==> src/include/rvviDefs_defs.svh <==
// Shared widths, cause codes and tracked CSR addresses for the RVVI trace converter and its testbench
`ifndef RVVI_DEFS_SVH
`define RVVI_DEFS_SVH

// Data and order widths
`define RVVI_XLEN             32
`define RVVI_ORDER_W          64

// Trap, NMI and debug cause codes
// Instruction bus fault is raised outside the core
`define RVVI_CAUSE_IBUS_FAULT 6'd48
`define RVVI_CAUSE_NMI_LOAD   11'd1024
`define RVVI_CAUSE_NMI_STORE  11'd1025
`define RVVI_DBG_HALTREQ      3'd3

// Tracked CSRs
`define RVVI_NUM_TRACKED_CSR  8
`define RVVI_CSR_MSTATUS      12'h300
`define RVVI_CSR_MIE          12'h304
`define RVVI_CSR_MTVEC        12'h305
`define RVVI_CSR_MSCRATCH     12'h340
`define RVVI_CSR_MEPC         12'h341
`define RVVI_CSR_MCAUSE       12'h342
`define RVVI_CSR_MTVAL        12'h343
`define RVVI_CSR_DPC          12'h7B1

`endif

==> src/source/rvviPkg.sv <==
// Record types shared by the trace converter units, imported where the trap, trace or CSR types are used
`default_nettype none

`include "rvviDefs_defs.svh"

package rvviPkg;

   // Trap info as presented by the formal interface port
   typedef struct packed {
      logic       trap;
      logic       exception;
      logic       debug;
      logic [5:0] exceptionCause;
      logic [2:0] debugCause;
      logic [1:0] causeType;
   } trapInfo_t;

   // Interrupt info, cause covers the NMI range
   typedef struct packed {
      logic        intr;
      logic        exception;
      logic        interrupt;
      logic [10:0] cause;
   } intrInfo_t;

   // One retirement as seen by the trace consumer
   typedef struct packed {
      logic [`RVVI_ORDER_W-1:0] order;
      logic [31:0]              insn;
      logic [`RVVI_XLEN-1:0]    pcRdata;
      logic [`RVVI_XLEN-1:0]    pcWdata;
      logic                     trap;
      logic                     intr;
      logic [1:0]               mode;
      logic [31:0]              xWb;
      logic [`RVVI_XLEN-1:0]    xWdata;
   } traceRec_t;

   typedef struct packed {
      logic [11:0]           addr;
      logic [`RVVI_XLEN-1:0] value;
      logic                  wb;
   } csrRec_t;

endpackage

`default_nettype wire

==> src/source/retireIf.sv <==
// Carries one accepted retirement from the order tracker to the monitor, CSR merge and top level
`timescale 1ns/1ps
`default_nettype none

interface retireIf;
   import rvviPkg::*;

   // Accept is a single-cycle pulse, other fields are valid with it
   logic        accept;
   trapInfo_t   trap;
   intrInfo_t   intr;
   logic [2:0]  dbg;
   logic        dbgMode;
   logic [1:0]  nmip;

   modport src (
      output accept, trap, intr, dbg, dbgMode, nmip
   );

   modport dst (
      input accept, trap, intr, dbg, dbgMode, nmip
   );

endinterface

`default_nettype wire

==> src/source/traceStage.sv <==
// Output register with a valid strobe, parameterized on the payload type for trace and CSR records
`timescale 1ns/1ps
`default_nettype none

module traceStage #(
   parameter type payload_t = logic
) (
   input  logic     rvvi,
   input  logic     arstN_i,
   input  logic     load_i,
   input  payload_t d_i,
   output payload_t q_o,
   output logic     valid_o
);

   // Valid is a one-cycle strobe per load
   always_ff @(posedge rvvi or negedge arstN_i) begin
      if (!arstN_i) begin
         valid_o <= 1'b0;
      end else begin
         valid_o <= load_i;
      end
   end

   // Payload holds its last value between loads
   always_ff @(posedge rvvi or negedge arstN_i) begin
      if (!arstN_i) begin
         q_o <= '0;
      end else if (load_i) begin
         q_o <= d_i;
      end
   end

endmodule

`default_nettype wire

==> src/source/orderTracker.sv <==
// Accepts each retirement once per order number, counts them and drives the retirement interface
`timescale 1ns/1ps
`default_nettype none

`include "rvviDefs_defs.svh"

module orderTracker (
   input  logic                     rvvi,
   input  logic                     arstN_i,
   input  logic                     valid_i,
   input  logic [`RVVI_ORDER_W-1:0] order_i,
   input  rvviPkg::trapInfo_t       trap_i,
   input  rvviPkg::intrInfo_t       intr_i,
   input  logic [2:0]               dbg_i,
   input  logic                     dbgMode_i,
   input  logic [1:0]               nmip_i,
   retireIf.src                     retire,
   output logic [31:0]              retireCount_o
);
   import rvviPkg::*;

   logic [`RVVI_ORDER_W-1:0] lastOrder;
   logic                     seenFirst;

   // First valid after reset has nothing to compare against
   assign retire.accept  = valid_i && (!seenFirst || (order_i != lastOrder));
   assign retire.trap    = trap_i;
   assign retire.intr    = intr_i;
   assign retire.dbg     = dbg_i;
   assign retire.dbgMode = dbgMode_i;
   assign retire.nmip    = nmip_i;

   always_ff @(posedge rvvi) begin
      if (retire.accept) begin
         lastOrder <= order_i;
      end
   end

   always_ff @(posedge rvvi or negedge arstN_i) begin
      if (!arstN_i) begin
         seenFirst     <= 1'b0;
         retireCount_o <= '0;
      end else if (retire.accept) begin
         seenFirst     <= 1'b1;
         retireCount_o <= retireCount_o + 32'd1;
      end
   end

   // An order presented again right after its acceptance is dropped
   repeatDropped: assert property (@(posedge rvvi) disable iff (!arstN_i)
      retire.accept |=> (!retire.accept || (order_i != $past(order_i))));

endmodule

`default_nettype wire

==> src/source/retireMonitor.sv <==
// Tracks the halt-request, NMI and instruction bus fault event levels across accepted retirements
`timescale 1ns/1ps
`default_nettype none

`include "rvviDefs_defs.svh"

module retireMonitor (
   input  logic        rvvi,
   input  logic        arstN_i,
   retireIf.dst        retire,
   output logic        haltReq_o,
   output logic        nmi_o,
   output logic        instrBusFault_o,
   output logic [10:0] nmiCause_o
);
   import rvviPkg::*;

   logic haltHit;
   logic nmiCauseHit;
   logic nmiHit;
   logic ibusHit;

   ////////////////////
   // Event conditions
   ////////////////////

   // Debug entry caused by a halt request
   assign haltHit = (retire.dbg == `RVVI_DBG_HALTREQ) && retire.dbgMode;

   // Load or store bus error reported as an interrupt
   assign nmiCauseHit = retire.intr.intr && retire.intr.interrupt &&
                        ((retire.intr.cause == `RVVI_CAUSE_NMI_LOAD) ||
                         (retire.intr.cause == `RVVI_CAUSE_NMI_STORE));

   // Pending NMI also holds the level
   assign nmiHit = nmiCauseHit || retire.nmip[0];

   assign ibusHit = retire.trap.trap && retire.trap.exception &&
                    (retire.trap.exceptionCause == `RVVI_CAUSE_IBUS_FAULT);

   ////////////////////
   // Event levels
   ////////////////////

   always_ff @(posedge rvvi or negedge arstN_i) begin
      if (!arstN_i) begin
         haltReq_o <= 1'b0;
      end else if (retire.accept) begin
         haltReq_o <= haltHit;
      end
   end

   // Cause is kept after NMI clears
   always_ff @(posedge rvvi or negedge arstN_i) begin
      if (!arstN_i) begin
         nmi_o      <= 1'b0;
         nmiCause_o <= '0;
      end else if (retire.accept) begin
         nmi_o <= nmiHit;
         if (nmiHit) begin
            nmiCause_o <= retire.intr.cause;
         end
      end
   end

   always_ff @(posedge rvvi or negedge arstN_i) begin
      if (!arstN_i) begin
         instrBusFault_o <= 1'b0;
      end else if (retire.accept) begin
         instrBusFault_o <= ibusHit;
      end
   end

   // A cause-driven NMI must present a load or store cause on the next edge
   nmiCauseValid: assert property (@(posedge rvvi) disable iff (!arstN_i)
      (retire.accept && nmiCauseHit) |=>
         nmi_o && ((nmiCause_o == `RVVI_CAUSE_NMI_LOAD) ||
                   (nmiCause_o == `RVVI_CAUSE_NMI_STORE)));

endmodule

`default_nettype wire

==> src/source/csrMerge.sv <==
// Forms the visible CSR value from write and read data and flags changes of the tracked CSRs
`timescale 1ns/1ps
`default_nettype none

`include "rvviDefs_defs.svh"

module csrMerge (
   input  logic                  rvvi,
   input  logic                  arstN_i,
   retireIf.dst                  retire,
   input  logic [11:0]           addr_i,
   input  logic [`RVVI_XLEN-1:0] wdata_i,
   input  logic [`RVVI_XLEN-1:0] wmask_i,
   input  logic [`RVVI_XLEN-1:0] rdata_i,
   output rvviPkg::csrRec_t      csr_o,
   output logic                  csrValid_o
);
   import rvviPkg::*;

   localparam int IdxW = $clog2(`RVVI_NUM_TRACKED_CSR);
   localparam logic [11:0] TrackedAddr [`RVVI_NUM_TRACKED_CSR] = '{
      `RVVI_CSR_MSTATUS, `RVVI_CSR_MIE,    `RVVI_CSR_MTVEC, `RVVI_CSR_MSCRATCH,
      `RVVI_CSR_MEPC,    `RVVI_CSR_MCAUSE, `RVVI_CSR_MTVAL, `RVVI_CSR_DPC
   };

   logic [`RVVI_XLEN-1:0]            value;
   logic                             hit;
   logic [IdxW-1:0]                  idx;
   logic                             wb;
   logic [`RVVI_XLEN-1:0]            shadow [`RVVI_NUM_TRACKED_CSR];
   logic [`RVVI_NUM_TRACKED_CSR-1:0] shadowValid;
   csrRec_t                          merged;

   // Written bits under the mask, read bits elsewhere
   assign value = (wdata_i & wmask_i) | (rdata_i & ~wmask_i);

   always_comb begin
      hit = 1'b0;
      idx = '0;
      for (int i = 0; i < `RVVI_NUM_TRACKED_CSR; i++) begin
         if (addr_i == TrackedAddr[i]) begin
            hit = 1'b1;
            idx = IdxW'(i);
         end
      end
   end

   // Never-written shadow counts as a change
   assign wb = hit && (!shadowValid[idx] || (value != shadow[idx]));

   always_ff @(posedge rvvi) begin
      if (retire.accept && hit) begin
         shadow[idx] <= value;
      end
   end

   always_ff @(posedge rvvi or negedge arstN_i) begin
      if (!arstN_i) begin
         shadowValid <= '0;
      end else if (retire.accept && hit) begin
         shadowValid[idx] <= 1'b1;
      end
   end

   assign merged = '{addr: addr_i, value: value, wb: wb};

   traceStage #(
      .payload_t(csrRec_t)
   ) csrStage (
      .rvvi    (rvvi),
      .arstN_i (arstN_i),
      .load_i  (retire.accept),
      .d_i     (merged),
      .q_o     (csr_o),
      .valid_o (csrValid_o)
   );

endmodule

`default_nettype wire

==> src/source/rvviTraceTop.sv <==
// Top level of the retirement-trace converter, plain ports from the formal port to the trace outputs
`timescale 1ns/1ps
`default_nettype none

`include "rvviDefs_defs.svh"

module rvviTraceTop (
   input  logic                     rvvi,
   input  logic                     arstN_i,
   input  logic                     rvfiValid_i,
   input  logic [`RVVI_ORDER_W-1:0] rvfiOrder_i,
   input  logic [31:0]              rvfiInsn_i,
   input  rvviPkg::trapInfo_t       rvfiTrap_i,
   input  rvviPkg::intrInfo_t       rvfiIntr_i,
   input  logic [1:0]               rvfiMode_i,
   input  logic [`RVVI_XLEN-1:0]    rvfiPcRdata_i,
   input  logic [`RVVI_XLEN-1:0]    rvfiPcWdata_i,
   input  logic [2:0]               rvfiDbg_i,
   input  logic                     rvfiDbgMode_i,
   input  logic [1:0]               rvfiNmip_i,
   input  logic                     gprWe_i,
   input  logic [4:0]               gprIdx_i,
   input  logic [`RVVI_XLEN-1:0]    gprWdata_i,
   input  logic [11:0]              csrAddr_i,
   input  logic [`RVVI_XLEN-1:0]    csrWdata_i,
   input  logic [`RVVI_XLEN-1:0]    csrWmask_i,
   input  logic [`RVVI_XLEN-1:0]    csrRdata_i,
   output logic                     traceValid_o,
   output rvviPkg::traceRec_t       trace_o,
   output logic                     csrValid_o,
   output rvviPkg::csrRec_t         csr_o,
   output logic                     haltReq_o,
   output logic                     nmi_o,
   output logic [10:0]              nmiCause_o,
   output logic                     instrBusFault_o,
   output logic [31:0]              retireCount_o
);
   import rvviPkg::*;

   retireIf retire ();

   logic [31:0]           xWb;
   logic [`RVVI_XLEN-1:0] xWdata;
   logic                  trapKept;
   traceRec_t             traceD;

   orderTracker orderTracker (
      .rvvi          (rvvi),
      .arstN_i       (arstN_i),
      .valid_i       (rvfiValid_i),
      .order_i       (rvfiOrder_i),
      .trap_i        (rvfiTrap_i),
      .intr_i        (rvfiIntr_i),
      .dbg_i         (rvfiDbg_i),
      .dbgMode_i     (rvfiDbgMode_i),
      .nmip_i        (rvfiNmip_i),
      .retire        (retire),
      .retireCount_o (retireCount_o)
   );

   retireMonitor retireMonitor (
      .rvvi            (rvvi),
      .arstN_i         (arstN_i),
      .retire          (retire),
      .haltReq_o       (haltReq_o),
      .nmi_o           (nmi_o),
      .instrBusFault_o (instrBusFault_o),
      .nmiCause_o      (nmiCause_o)
   );

   csrMerge csrMerge (
      .rvvi       (rvvi),
      .arstN_i    (arstN_i),
      .retire     (retire),
      .addr_i     (csrAddr_i),
      .wdata_i    (csrWdata_i),
      .wmask_i    (csrWmask_i),
      .rdata_i    (csrRdata_i),
      .csr_o      (csr_o),
      .csrValid_o (csrValid_o)
   );

   ////////////////////
   // Record assembly
   ////////////////////

   // Only the externally raised fetch fault is passed on as a trap
   assign trapKept = retire.trap.trap &&
                     (retire.trap.exceptionCause == `RVVI_CAUSE_IBUS_FAULT);

   // x0 writes are dropped
   assign xWb    = (gprWe_i && (gprIdx_i != 5'd0)) ? (32'd1 << gprIdx_i) : 32'd0;
   assign xWdata = (xWb != 32'd0) ? gprWdata_i : '0;

   assign traceD = '{
      order:   rvfiOrder_i,
      insn:    rvfiInsn_i,
      pcRdata: rvfiPcRdata_i,
      pcWdata: rvfiPcWdata_i,
      trap:    trapKept,
      intr:    retire.intr.intr,
      mode:    rvfiMode_i,
      xWb:     xWb,
      xWdata:  xWdata
   };

   traceStage #(
      .payload_t(traceRec_t)
   ) traceOut (
      .rvvi    (rvvi),
      .arstN_i (arstN_i),
      .load_i  (retire.accept),
      .d_i     (traceD),
      .q_o     (trace_o),
      .valid_o (traceValid_o)
   );

endmodule

`default_nettype wire

==> config.mk <==
export PLATFORM = sky130hd
export DESIGN_NAME = rvviTraceTop
export DESIGN_NICKNAME = d
export VERILOG_FILES = /design/src/source/rvviPkg.sv /design/src/source/retireIf.sv /design/src/source/traceStage.sv /design/src/source/orderTracker.sv /design/src/source/retireMonitor.sv /design/src/source/csrMerge.sv /design/src/source/rvviTraceTop.sv
export VERILOG_INCLUDE_DIRS = /design/src /design/src/include
export SDC_FILE = /design/constraint.sdc
export NUM_CORES = 1
export LEC_CHECK = 0
export BUFFER_PORTS_ARGS = -buffer_cell sky130_fd_sc_hd__buf_2
export CORE_AREA = 2 2 260 262
export CTS_CLUSTER_DIAMETER = 30
export DETAILED_ROUTE_END_ITERATION = 10
export DIE_AREA = 0 0 262 264
export GPL_ROUTABILITY_DRIVEN = 1
export PLACE_DENSITY_LB_ADDON = 0.08
export SYNTH_ARGS = -nofsm -noshare
export SYNTH_HDL_FRONTEND = slang
export SYNTH_SLANG_ARGS = --single-unit
export TNS_END_PERCENT = 1
==> constraint.sdc <==
create_clock -name rvvi -period 5.2 [get_ports rvvi]
set_clock_uncertainty 0.2 [all_clocks]
set_input_delay 1.04 -clock rvvi [delete_from_list [all_inputs] [get_ports rvvi]]
set_output_delay 1.04 -clock rvvi [all_outputs]
set_load 0.005 [all_outputs]
# Word level (Yosys, flattened, before mapping)
# Memories as Yosys holds them, arrays and structs flattened.
# Index checks and enable logic that the tools add are counted.
# classes
eq_ne,14
addsub,1
bitwise,5
n_mux,23
magnitude_cmp,2
shift,1
n_reduce_logical,20
# op_table
cell,count
"== test 12 x 10 -> 1 bit, second input constant",7
AND 32 bit,2
2-to-1 mux 32 bit,2
inequality test 64 bit,1
"adder 32 x 1 -> 32 bit, second input constant",1
inequality test 32 bit,1
NOT 32 bit,1
bitwise OR 32 bit,1
nonzero test 32 bit,1
"<< shifter 1 x 5 -> 32 bit, first input constant",1
"== test 11 bit, second input constant",2
2-to-1 mux 1 bit,13
"== test 12 x 11 -> 1 bit, second input constant",1
2-to-1 mux 3 bit,4
logical AND 1 bit,11
bitwise OR 8 bit,1
"== test 6 bit, second input constant",1
nonzero test 5 bit,1
logical OR 1 bit,4
"< comparator 3 x 4 -> 1 bit, second input constant",1
2-to-1 mux 2 bit,2
binary-select mux 1 bit (select 3 bit),1
demux 1 bit (select 3 bit),1
"== test 3 x 2 -> 1 bit, second input constant",1
3 further kinds,4
# word_totals
word_cells,88
ram_bits,256
regBits,393
output_inout_bits,321
mem_count,1
# memory_table
name,words,width,rd,rd_clocked_by_memory_dff,wr,line,text
csrMerge.shadow,8,32,1,0,1,csrMerge.sv:30,logic [`RVVI_XLEN-1:0] shadow [`RVVI_NUM_TRACKED_CSR];

# Depth between registers and ports, before layout
# Gate-level depths: netlist (run 1).
# depth
depth_word,13
ltp_mapped,15

# By module
# A second synthesis (run 1) with hierarchy kept.
# unflattened
cells_unflattened,1845
hier_area_um2,27450.1
# modules_own_cells
mod,seq_area_each_um2,n_inst,cells_per_inst,area_each_um2
csrMerge,7887.6,1,742,11234.5
traceStage (traceOut),5730.5,1,482,8575.7
orderTracker,2747.6,1,343,4498.1
traceStage (csrMerge.csrStage),1151.1,1,96,1899.3
retireMonitor,350.3,1,59,674.4
rvviTraceTop,0.0,1,123,568.0

# Least setup slack after synthesis (run 1)
# Ideal clock, no wire load.
# synth_path
path_type,input to register
start,input port csrAddr_i[6]
end,memory csrMerge.shadow[5][0] (netlist bit) (enable)
setup_time_ps,422
slack_ps,337
required_time_ps,4578
n_path_buf,4
arrival_ps,4241
stages,10
cell_sequence,buf_6 > or3b_1 > a21o_1 > o21bai_1 > o2bb2ai_1 > buf_2 > buf_4 > buf_4 > nand2_1 > nor2_1
# synth_between
elab_chain_cells,12
elab_cells_between_ends,26
# synth_lines
element,line,text
from (decl),rvviTraceTop.sv:24,"input logic [11:0] csrAddr_i,"
== test 12 x 10 -> 1 bit,csrMerge.sv:41,if (addr_i == TrackedAddr[i]) begin
2-to-1 mux 1 bit (8 in a row),csrMerge.sv:41,
logical AND 1 bit,csrMerge.sv:52,if (retire.accept && hit) begin
2-to-1 mux 1 bit,csrMerge.sv:52,
2-to-1 mux 1 bit (not written as such),csrMerge.sv:53,shadow[idx] <= value;
to (decl),csrMerge.sv:30,
# Several ways; a longest one is shown, not always the timed one.

# Worst setup path after layout (run 1)
# layout_path
start,input port csrAddr_i[5]
end,register csrMerge.csrStage.q_o[0] (netlist bit)
# layout_between
elab_chain_cells,13
elab_cells_between_ends,30
# layout_lines
element,line,text
"parallel branches: the longest is 12 deep, another holds memory read (8 x 32 bit)",-,
logical AND 1 bit *,csrMerge.sv:49,assign wb = hit && (!shadowValid[idx] || (value != shadow[idx]));
to (signal assigned),traceStage.sv:30,q_o <= d_i;
to (decl),traceStage.sv:12,"output payload_t q_o,"
# Mark *: on every way between the ends. The select of a mux whose other input is x is not followed.
# A chain may end at the register's enable or synchronous reset.

==> metrics.yaml, run 1 <==
ys_ff_latch: 649
critPathSlowestCell: "nor4_2"
instances_no_fill: 3920
drv_slew: 0
final_util_pct: 53.9
critPathArrivalTime_ns: 4.88
r2r_slack_ns: 1.56
ys_top_cells_by_area: "edfxtp_1, dfrtp_1, nand2_1, mux2i_1, xnor2_1"
grt_pass1_wl_mm: 121
rsz0062_at_grt: "false"
synth_fp_nets: 2502
max-slew-margin-rel_pct: 15.4
ys_types: 68
timing.final.crit_share_pct: 86.9
cts_buffers: 142
via_per_inst: 4.99
slowest_delay_ns: 0.68
cp-start-kind: "input port"
power_per_cell_area_nw_per_um2: 452
ys_warn_count: 0
final_antenna_net_count: 0
insertion_delay_ns: 0.70
drive_above_1_share_pct: 34.0
required_ns: 5.57
end_kind: "register"
syn_area_um2: 26000
drv_cap: 0
max_freq_mhz: 221
ir_drop_mv: 0.290
die_area_um2: 69200
io_buffers: 657
clockBufferDepth: 3
gr-usage-all-layers_pct: 23.5
grt_max_degree: 233
setup_viol: 0
synth_common_cells: "nand2_1, dfrtp_1, edfxtp_1"
crit_chain: "buf_2, nor4_2, buf_4, nand2b_1, buf_4, o311a_1, buf_4, o311ai_0, nor2_1, xnor2_1, nor4_1, buf_4, nand4_1, nor4_1, a21oi_1"
drt-total-wl_mm: 82.2
die_x_um: 262
fin_nets: 3266
cts_setup_buffers: 0
syn2layout_area_growth_pct: 37.9
post-place-cells: 3649
coreArea_um2: 66600
finalHoldViolations: 0
synth_top_area_share_pct: 36.9
tightest_slew_ns: 1.27
place_congestion: 0.937
cpMostUsedCell: "buf_4"
status: "completed"
die_y_um: 264
placement_rows: 95
grt_pass1_vias: 19571
cp_max_fo: 27
htree_num_levels: 4
hold_buffers: 0
io_pins: 666
drc: 0
synth-seq-area-share_pct: 68.6
grt_overflow: 0
numClockSinks: 649
yosys.area.top_type: "edfxtp_1"
clockRootBuffer: "clkbuf_16"
layout_min_cycle_time_ns: 4.52
antenna_found_initial: 15
yosysMostFrequentCell: "nand2_1"
synth_flop_cell: "dfrtp_1"
cts_repair_resize_count: 0
cts.clk_slew.worst_paths_ns: 0.05
post-dp-hpwl_mm: 57.8
criticalPathCategory: "in2reg"
start_util_pct: 39.1
cts_tree: "yes"
syn_area_per_cell_um2: 12.1
drt_iter0_drc: 1309
holdCritPathClass: "in2async"
async_reset_ff_share_pct: 50.7
first_pass_iters: 5
power_leakage_nw: 16.3
via_count: 19579
wire_per_inst_um: 21.0
synth_edf_count: 320
synthCells: 2156
==> cell usage in the layout (no fill, tap or decap), types with 16 or more instances in the layout <==
master | netlist | routed
nand2_1 | 712 | 712
buf_2 | 14 | 656
dfrtp_1 | 329 | 329
edfxtp_1 | 320 | 320
clkbuf_16 | 0 | 148
xnor2_1 | 83 | 83
mux2i_1 | 74 | 74
o21ai_0 | 65 | 65
buf_4 | 4 | 53
nor3_1 | 45 | 43
xor2_1 | 39 | 39
a221oi_1 | 38 | 38
inv_1 | 33 | 33
nor2_1 | 41 | 33
mux2_2 | 33 | 33
o31ai_1 | 31 | 31
clkinv_2 | 0 | 24
nand3_1 | 23 | 23
bufinv_16 | 0 | 21
nor4_1 | 19 | 19
nand4_1 | 19 | 19
clkbuf_1 | 85 | 17
buf_12 | 0 | 16
==> kinds of logic after synthesis <==
family	after synthesis	share of synthesized area (%)
AO/OA/AOI/OAI	204	5.59
XOR/XNOR	122	4.11
adder cells (fa/ha/maj)	1	0.0481
buffers and inverters	140	2.20
flip-flops	649	68.6
multiplexers	107	4.28
AND/OR/NAND/NOR	933	15.2
==> layout make-up <==
cell class / instances / area (um^2)
Tap cell: 873 / 1090
Fill cell: 5805 / 30700
Clock inverter: 87 / 1120
Antenna cell: 6 / 15.0
Clock buffer: 178 / 3950
Inverter: 34 / 135
Multi-Input combinational cell: 1367 / 7720
Sequential cell: 649 / 17800
Timing Repair Buffer: 726 / 4020
==> flip-flops by register name, indices dropped and copies added, names as in the netlist <==
name / cells
csrMerge.csrStage.q_o: 45
csrMerge.shadow: 256
csrMerge.shadowValid: 8
orderTracker.lastOrder: 64
orderTracker.retireCount_o: 32
orderTracker.seenFirst: 1
retireMonitor.haltReq_o: 1
retireMonitor.instrBusFault_o: 1
retireMonitor.nmiCause_o: 11
retireMonitor.nmi_o: 1
traceOut.q_o: 228
traceOut.valid_o: 1
==> where the power goes <==
part           internal [mW]  switching (mW)  total [mW]
clock network           6.43            2.91        9.34
logic                  0.422           0.621        1.04
registers               5.69           0.141        5.83
==> through the flow <==
step           setup WS, ns  TNS (ns)  power [mW]  cell area [um^2]  hold slack [ns]
3_5_place_dp        -0.0195   -0.0195        6.97             30800            0.254
4_1_cts               0.733         0        16.4             35900            0.263
3_3_place_gp         0.0534         0        6.94             30800            0.251
6_report              0.684         0        16.2             35900            0.203
5_1_grt               0.517         0        16.8             35900            0.269
2_1_floorplan         0.337         0        6.32             26000            0.227
==> per-layer routing <==
metal | GRT usage (%) | vias to the layer above | wire length [um]
met5 | 0 | - | 69
met4 | 10.2 | 10 | 2960
met3 | 6.33 | 207 | 5660
met2 | 39.5 | 687 | 40500
met1 | 28.3 | 9577 | 33000
li1 | - | 9098 | -
==> critical path, delay by kind of cell <==
kind,cells,cell delay [ns]
xor+xnor,1,0.17
simple gates,6,1.75
compound gates,3,0.90
buf+inv,5,1.01
==> path summary, 6_finish.rpt <==
check / cells past startpoint / to / start
max: 15 / csrMerge.csrStage.q_o[0] / csrAddr_i[5]
min: 1 / orderTracker.retireCount_o[23] / arstN_i
max reg2reg: 11 / csrMerge.shadowValid[2] / orderTracker.lastOrder[24]
min reg2reg: 1 / csrMerge.shadowValid[5] / csrMerge.shadowValid[5]
max in group asynchronous: 2 / traceOut.q_o[95] / arstN_i
min in group rvvi: 1 / csrMerge.shadowValid[5] / csrMerge.shadowValid[5]
(Power assumes the default switching activity.)
==> run 2, diff against run 1 <==
--- a/config.mk
+++ b/config.mk
@@ -7,10 +7,11 @@
 export NUM_CORES = 1
 export LEC_CHECK = 0
 export BUFFER_PORTS_ARGS = -buffer_cell sky130_fd_sc_hd__buf_2
-export CORE_AREA = 2 2 260 262
+export CORE_AREA = 2 2 256 258
+export CTS_BUF_LIST = sky130_fd_sc_hd__clkbuf_4 sky130_fd_sc_hd__clkbuf_8
 export CTS_CLUSTER_DIAMETER = 30
 export DETAILED_ROUTE_END_ITERATION = 10
-export DIE_AREA = 0 0 262 264
+export DIE_AREA = 0 0 258 260
 export GPL_ROUTABILITY_DRIVEN = 1
 export PLACE_DENSITY_LB_ADDON = 0.08
 export SYNTH_ARGS = -nofsm -noshare
==> run 2 against run 1 <==
Sequential power hardly changed. Design area shrank 5.4%. Register-to-register slack got worse by 0.05 ns. Power decreased by 19%. Fmax increased by 1.5%. Final cell count decreased by 0.69%. First-iteration DRC count rose by 0.92%.
==> metrics.yaml, run 2 (same netlist as run 1, synthesis figures left out) <==
status: "completed"
placement_rows: 93
critPathLaunch: "csrAddr_i[1]"
clockRootBuffer: "clkbuf_8"
first_pass_iters: 5
via_count: 19425
grt_overflow: 0
die_area_um2: 67100
max_freq_mhz: 225
htree_num_levels: 4
drive_above_1_share_pct: 34.5
cts_repair_resize_count: 0
io_pins: 666
layout_min_cycle_time_ns: 4.45
cts.clk_slew.worst_paths_ns: 0.05
cts_tree: "yes"
clockBufferDepth: 3
via_per_inst: 4.99
cp_max_fo: 19
reg2reg_from: "orderTracker.lastOrder[19]"
max-slew-margin-rel_pct: 11.4
post-dp-hpwl_mm: 57.2
final_cell_mix: "nand2_1, buf_2, dfrtp_1, edfxtp_1, clkbuf_8"
setup_viol: 0
critPathArrivalTime_ns: 4.88
gr-usage-all-layers_pct: 23.7
end_kind: "register"
io_buffers: 657
power_leakage_nw: 15.5
drv_cap: 0
ir_drop_mv: 0.199
drt-total-wl_mm: 80.9
cts_setup_buffers: 0
rsz0062_at_grt: "false"
final_antenna_net_count: 0
antenna_found_initial: 17
worst_r2r_path_depth: 11
layout_commonest_cell: "nand2_1"
numClockSinks: 649
largest_reg_flops: 256
required_ns: 5.63
wire_per_inst_um: 20.8
drc: 0
largest-register: "csrMerge.shadow"
die_y_um: 260
insertion_delay_ns: 0.78
syn2layout_area_growth_pct: 30.5
place_congestion: 0.870
criticalPathCategory: "in2reg"
power_per_cell_area_nw_per_um2: 386
grt_max_degree: 240
grt_pass1_vias: 19331
start_util_pct: 40.6
drv_slew: 0
die_x_um: 258
largest_registers: "csrMerge.shadow x256, traceOut.q_o x228, orderTracker.lastOrder x64"
grt_pass1_wl_mm: 120
cts_buffers: 144
finalSetupTns_ns: 0
holdCritPathClass: "in2async"
finalHoldViolations: 0
coreArea_um2: 64100
drt_iter0_drc: 1321
timing.final.crit_share_pct: 85.5
final_util_pct: 53.0
cp-start-kind: "input port"
tightest_slew_ns: 1.32
hold_buffers: 0
fin_nets: 3257
-- run 2: changes by cell type in the layout (fill, tap and decap cells not counted), moves of 3 or more --
| cell | before | now |
|---|---|---|
| clkbuf_1 | 17 | 0 |
| clkinv_4 | 9 | 3 |
| bufinv_16 | 21 | 13 |
| clkbuf_4 | 0 | 38 |
| clkinvlp_4 | 11 | 8 |
| inv_8 | 1 | 4 |
| clkbuf_16 | 148 | 0 |
| inv_6 | 9 | 2 |
| buf_4 | 53 | 45 |
| buf_12 | 16 | 13 |
| clkbuf_8 | 13 | 170 |
-- run 2: per-layer routing --
layer / global-route usage, % / share of wire, % / up-vias
li1: - / - / 9058
met1: 30.3 / 42 / 9465
met2: 38.3 / 48 / 714
met3: 6.75 / 7.0 / 178
met4: 9.57 / 3.4 / 10
met5: 0 / 0.085 / -
-- run 2: final timing paths --
| path | to | slack [ns] |
|---|---|---|
| max in group asynchronous | csrMerge.csrStage.q_o[5] | 3.65 |
| hold / removal | traceOut.q_o[91] | 0.12 |
| hold reg to reg | traceOut.q_o[64] | 0.26 |
| setup / recovery | csrMerge.csrStage.q_o[0] | 0.75 |
| setup reg to reg | csrMerge.csrStage.q_o[0] | 1.51 |
| min in group rvvi | traceOut.q_o[102] | 0.25 |
-- run 2: critical path: stages --
cell and delay [ns]:
buf_2 0.20, or3b_1 0.46, a21o_1 0.26, o21bai_1 0.43, o2bb2ai_4 0.42, buf_4 0.35
a221o_1 0.17, nor3b_1 0.23, xnor2_1 0.09, nor4_1 0.51, nand4_1 0.16, nor4_1 0.41
a21oi_1 0.12
-- run 2: area by class of cell --
cell class	instances	area, um^2
well taps	855	1070
inverters	34	135
diodes	5	12.5
flip-flops and latches	649	17800
clock inverters	60	676
clock buffers	208	2630
fillers	5689	30100
multi-input cells	1367	7710
repair buffers	715	3900
-- run 2: where the power goes --
part | leakage (nW) | total (mW) | switching, mW | internal (mW)
sequential | 7.07 | 5.82 | 0.144 | 5.68
clock | 1.73 | 6.26 | 2.34 | 3.91
combinational | 6.66 | 1.04 | 0.618 | 0.424
-- run 2: stage by stage --
| step | cells | power (mW) | instance area [um^2] | hold WS, ns | setup WS, ns |
|---|---|---|---|---|---|
| 3_3_place_gp | 3620 | 6.94 | 30700 | 0.251 | 0.140 |
| 4_1_cts | 3888 | 13.3 | 34000 | 0.118 | 0.913 |
| 5_1_grt | 3892 | 13.7 | 34000 | 0.133 | 0.648 |
| 6_report | 3893 | 13.1 | 34000 | 0.115 | 0.752 |
| 2_1_floorplan | 2156 | 6.32 | 26000 | 0.227 | 0.337 |
| 3_5_place_dp | 3620 | 6.97 | 30700 | 0.255 | 0.114 |
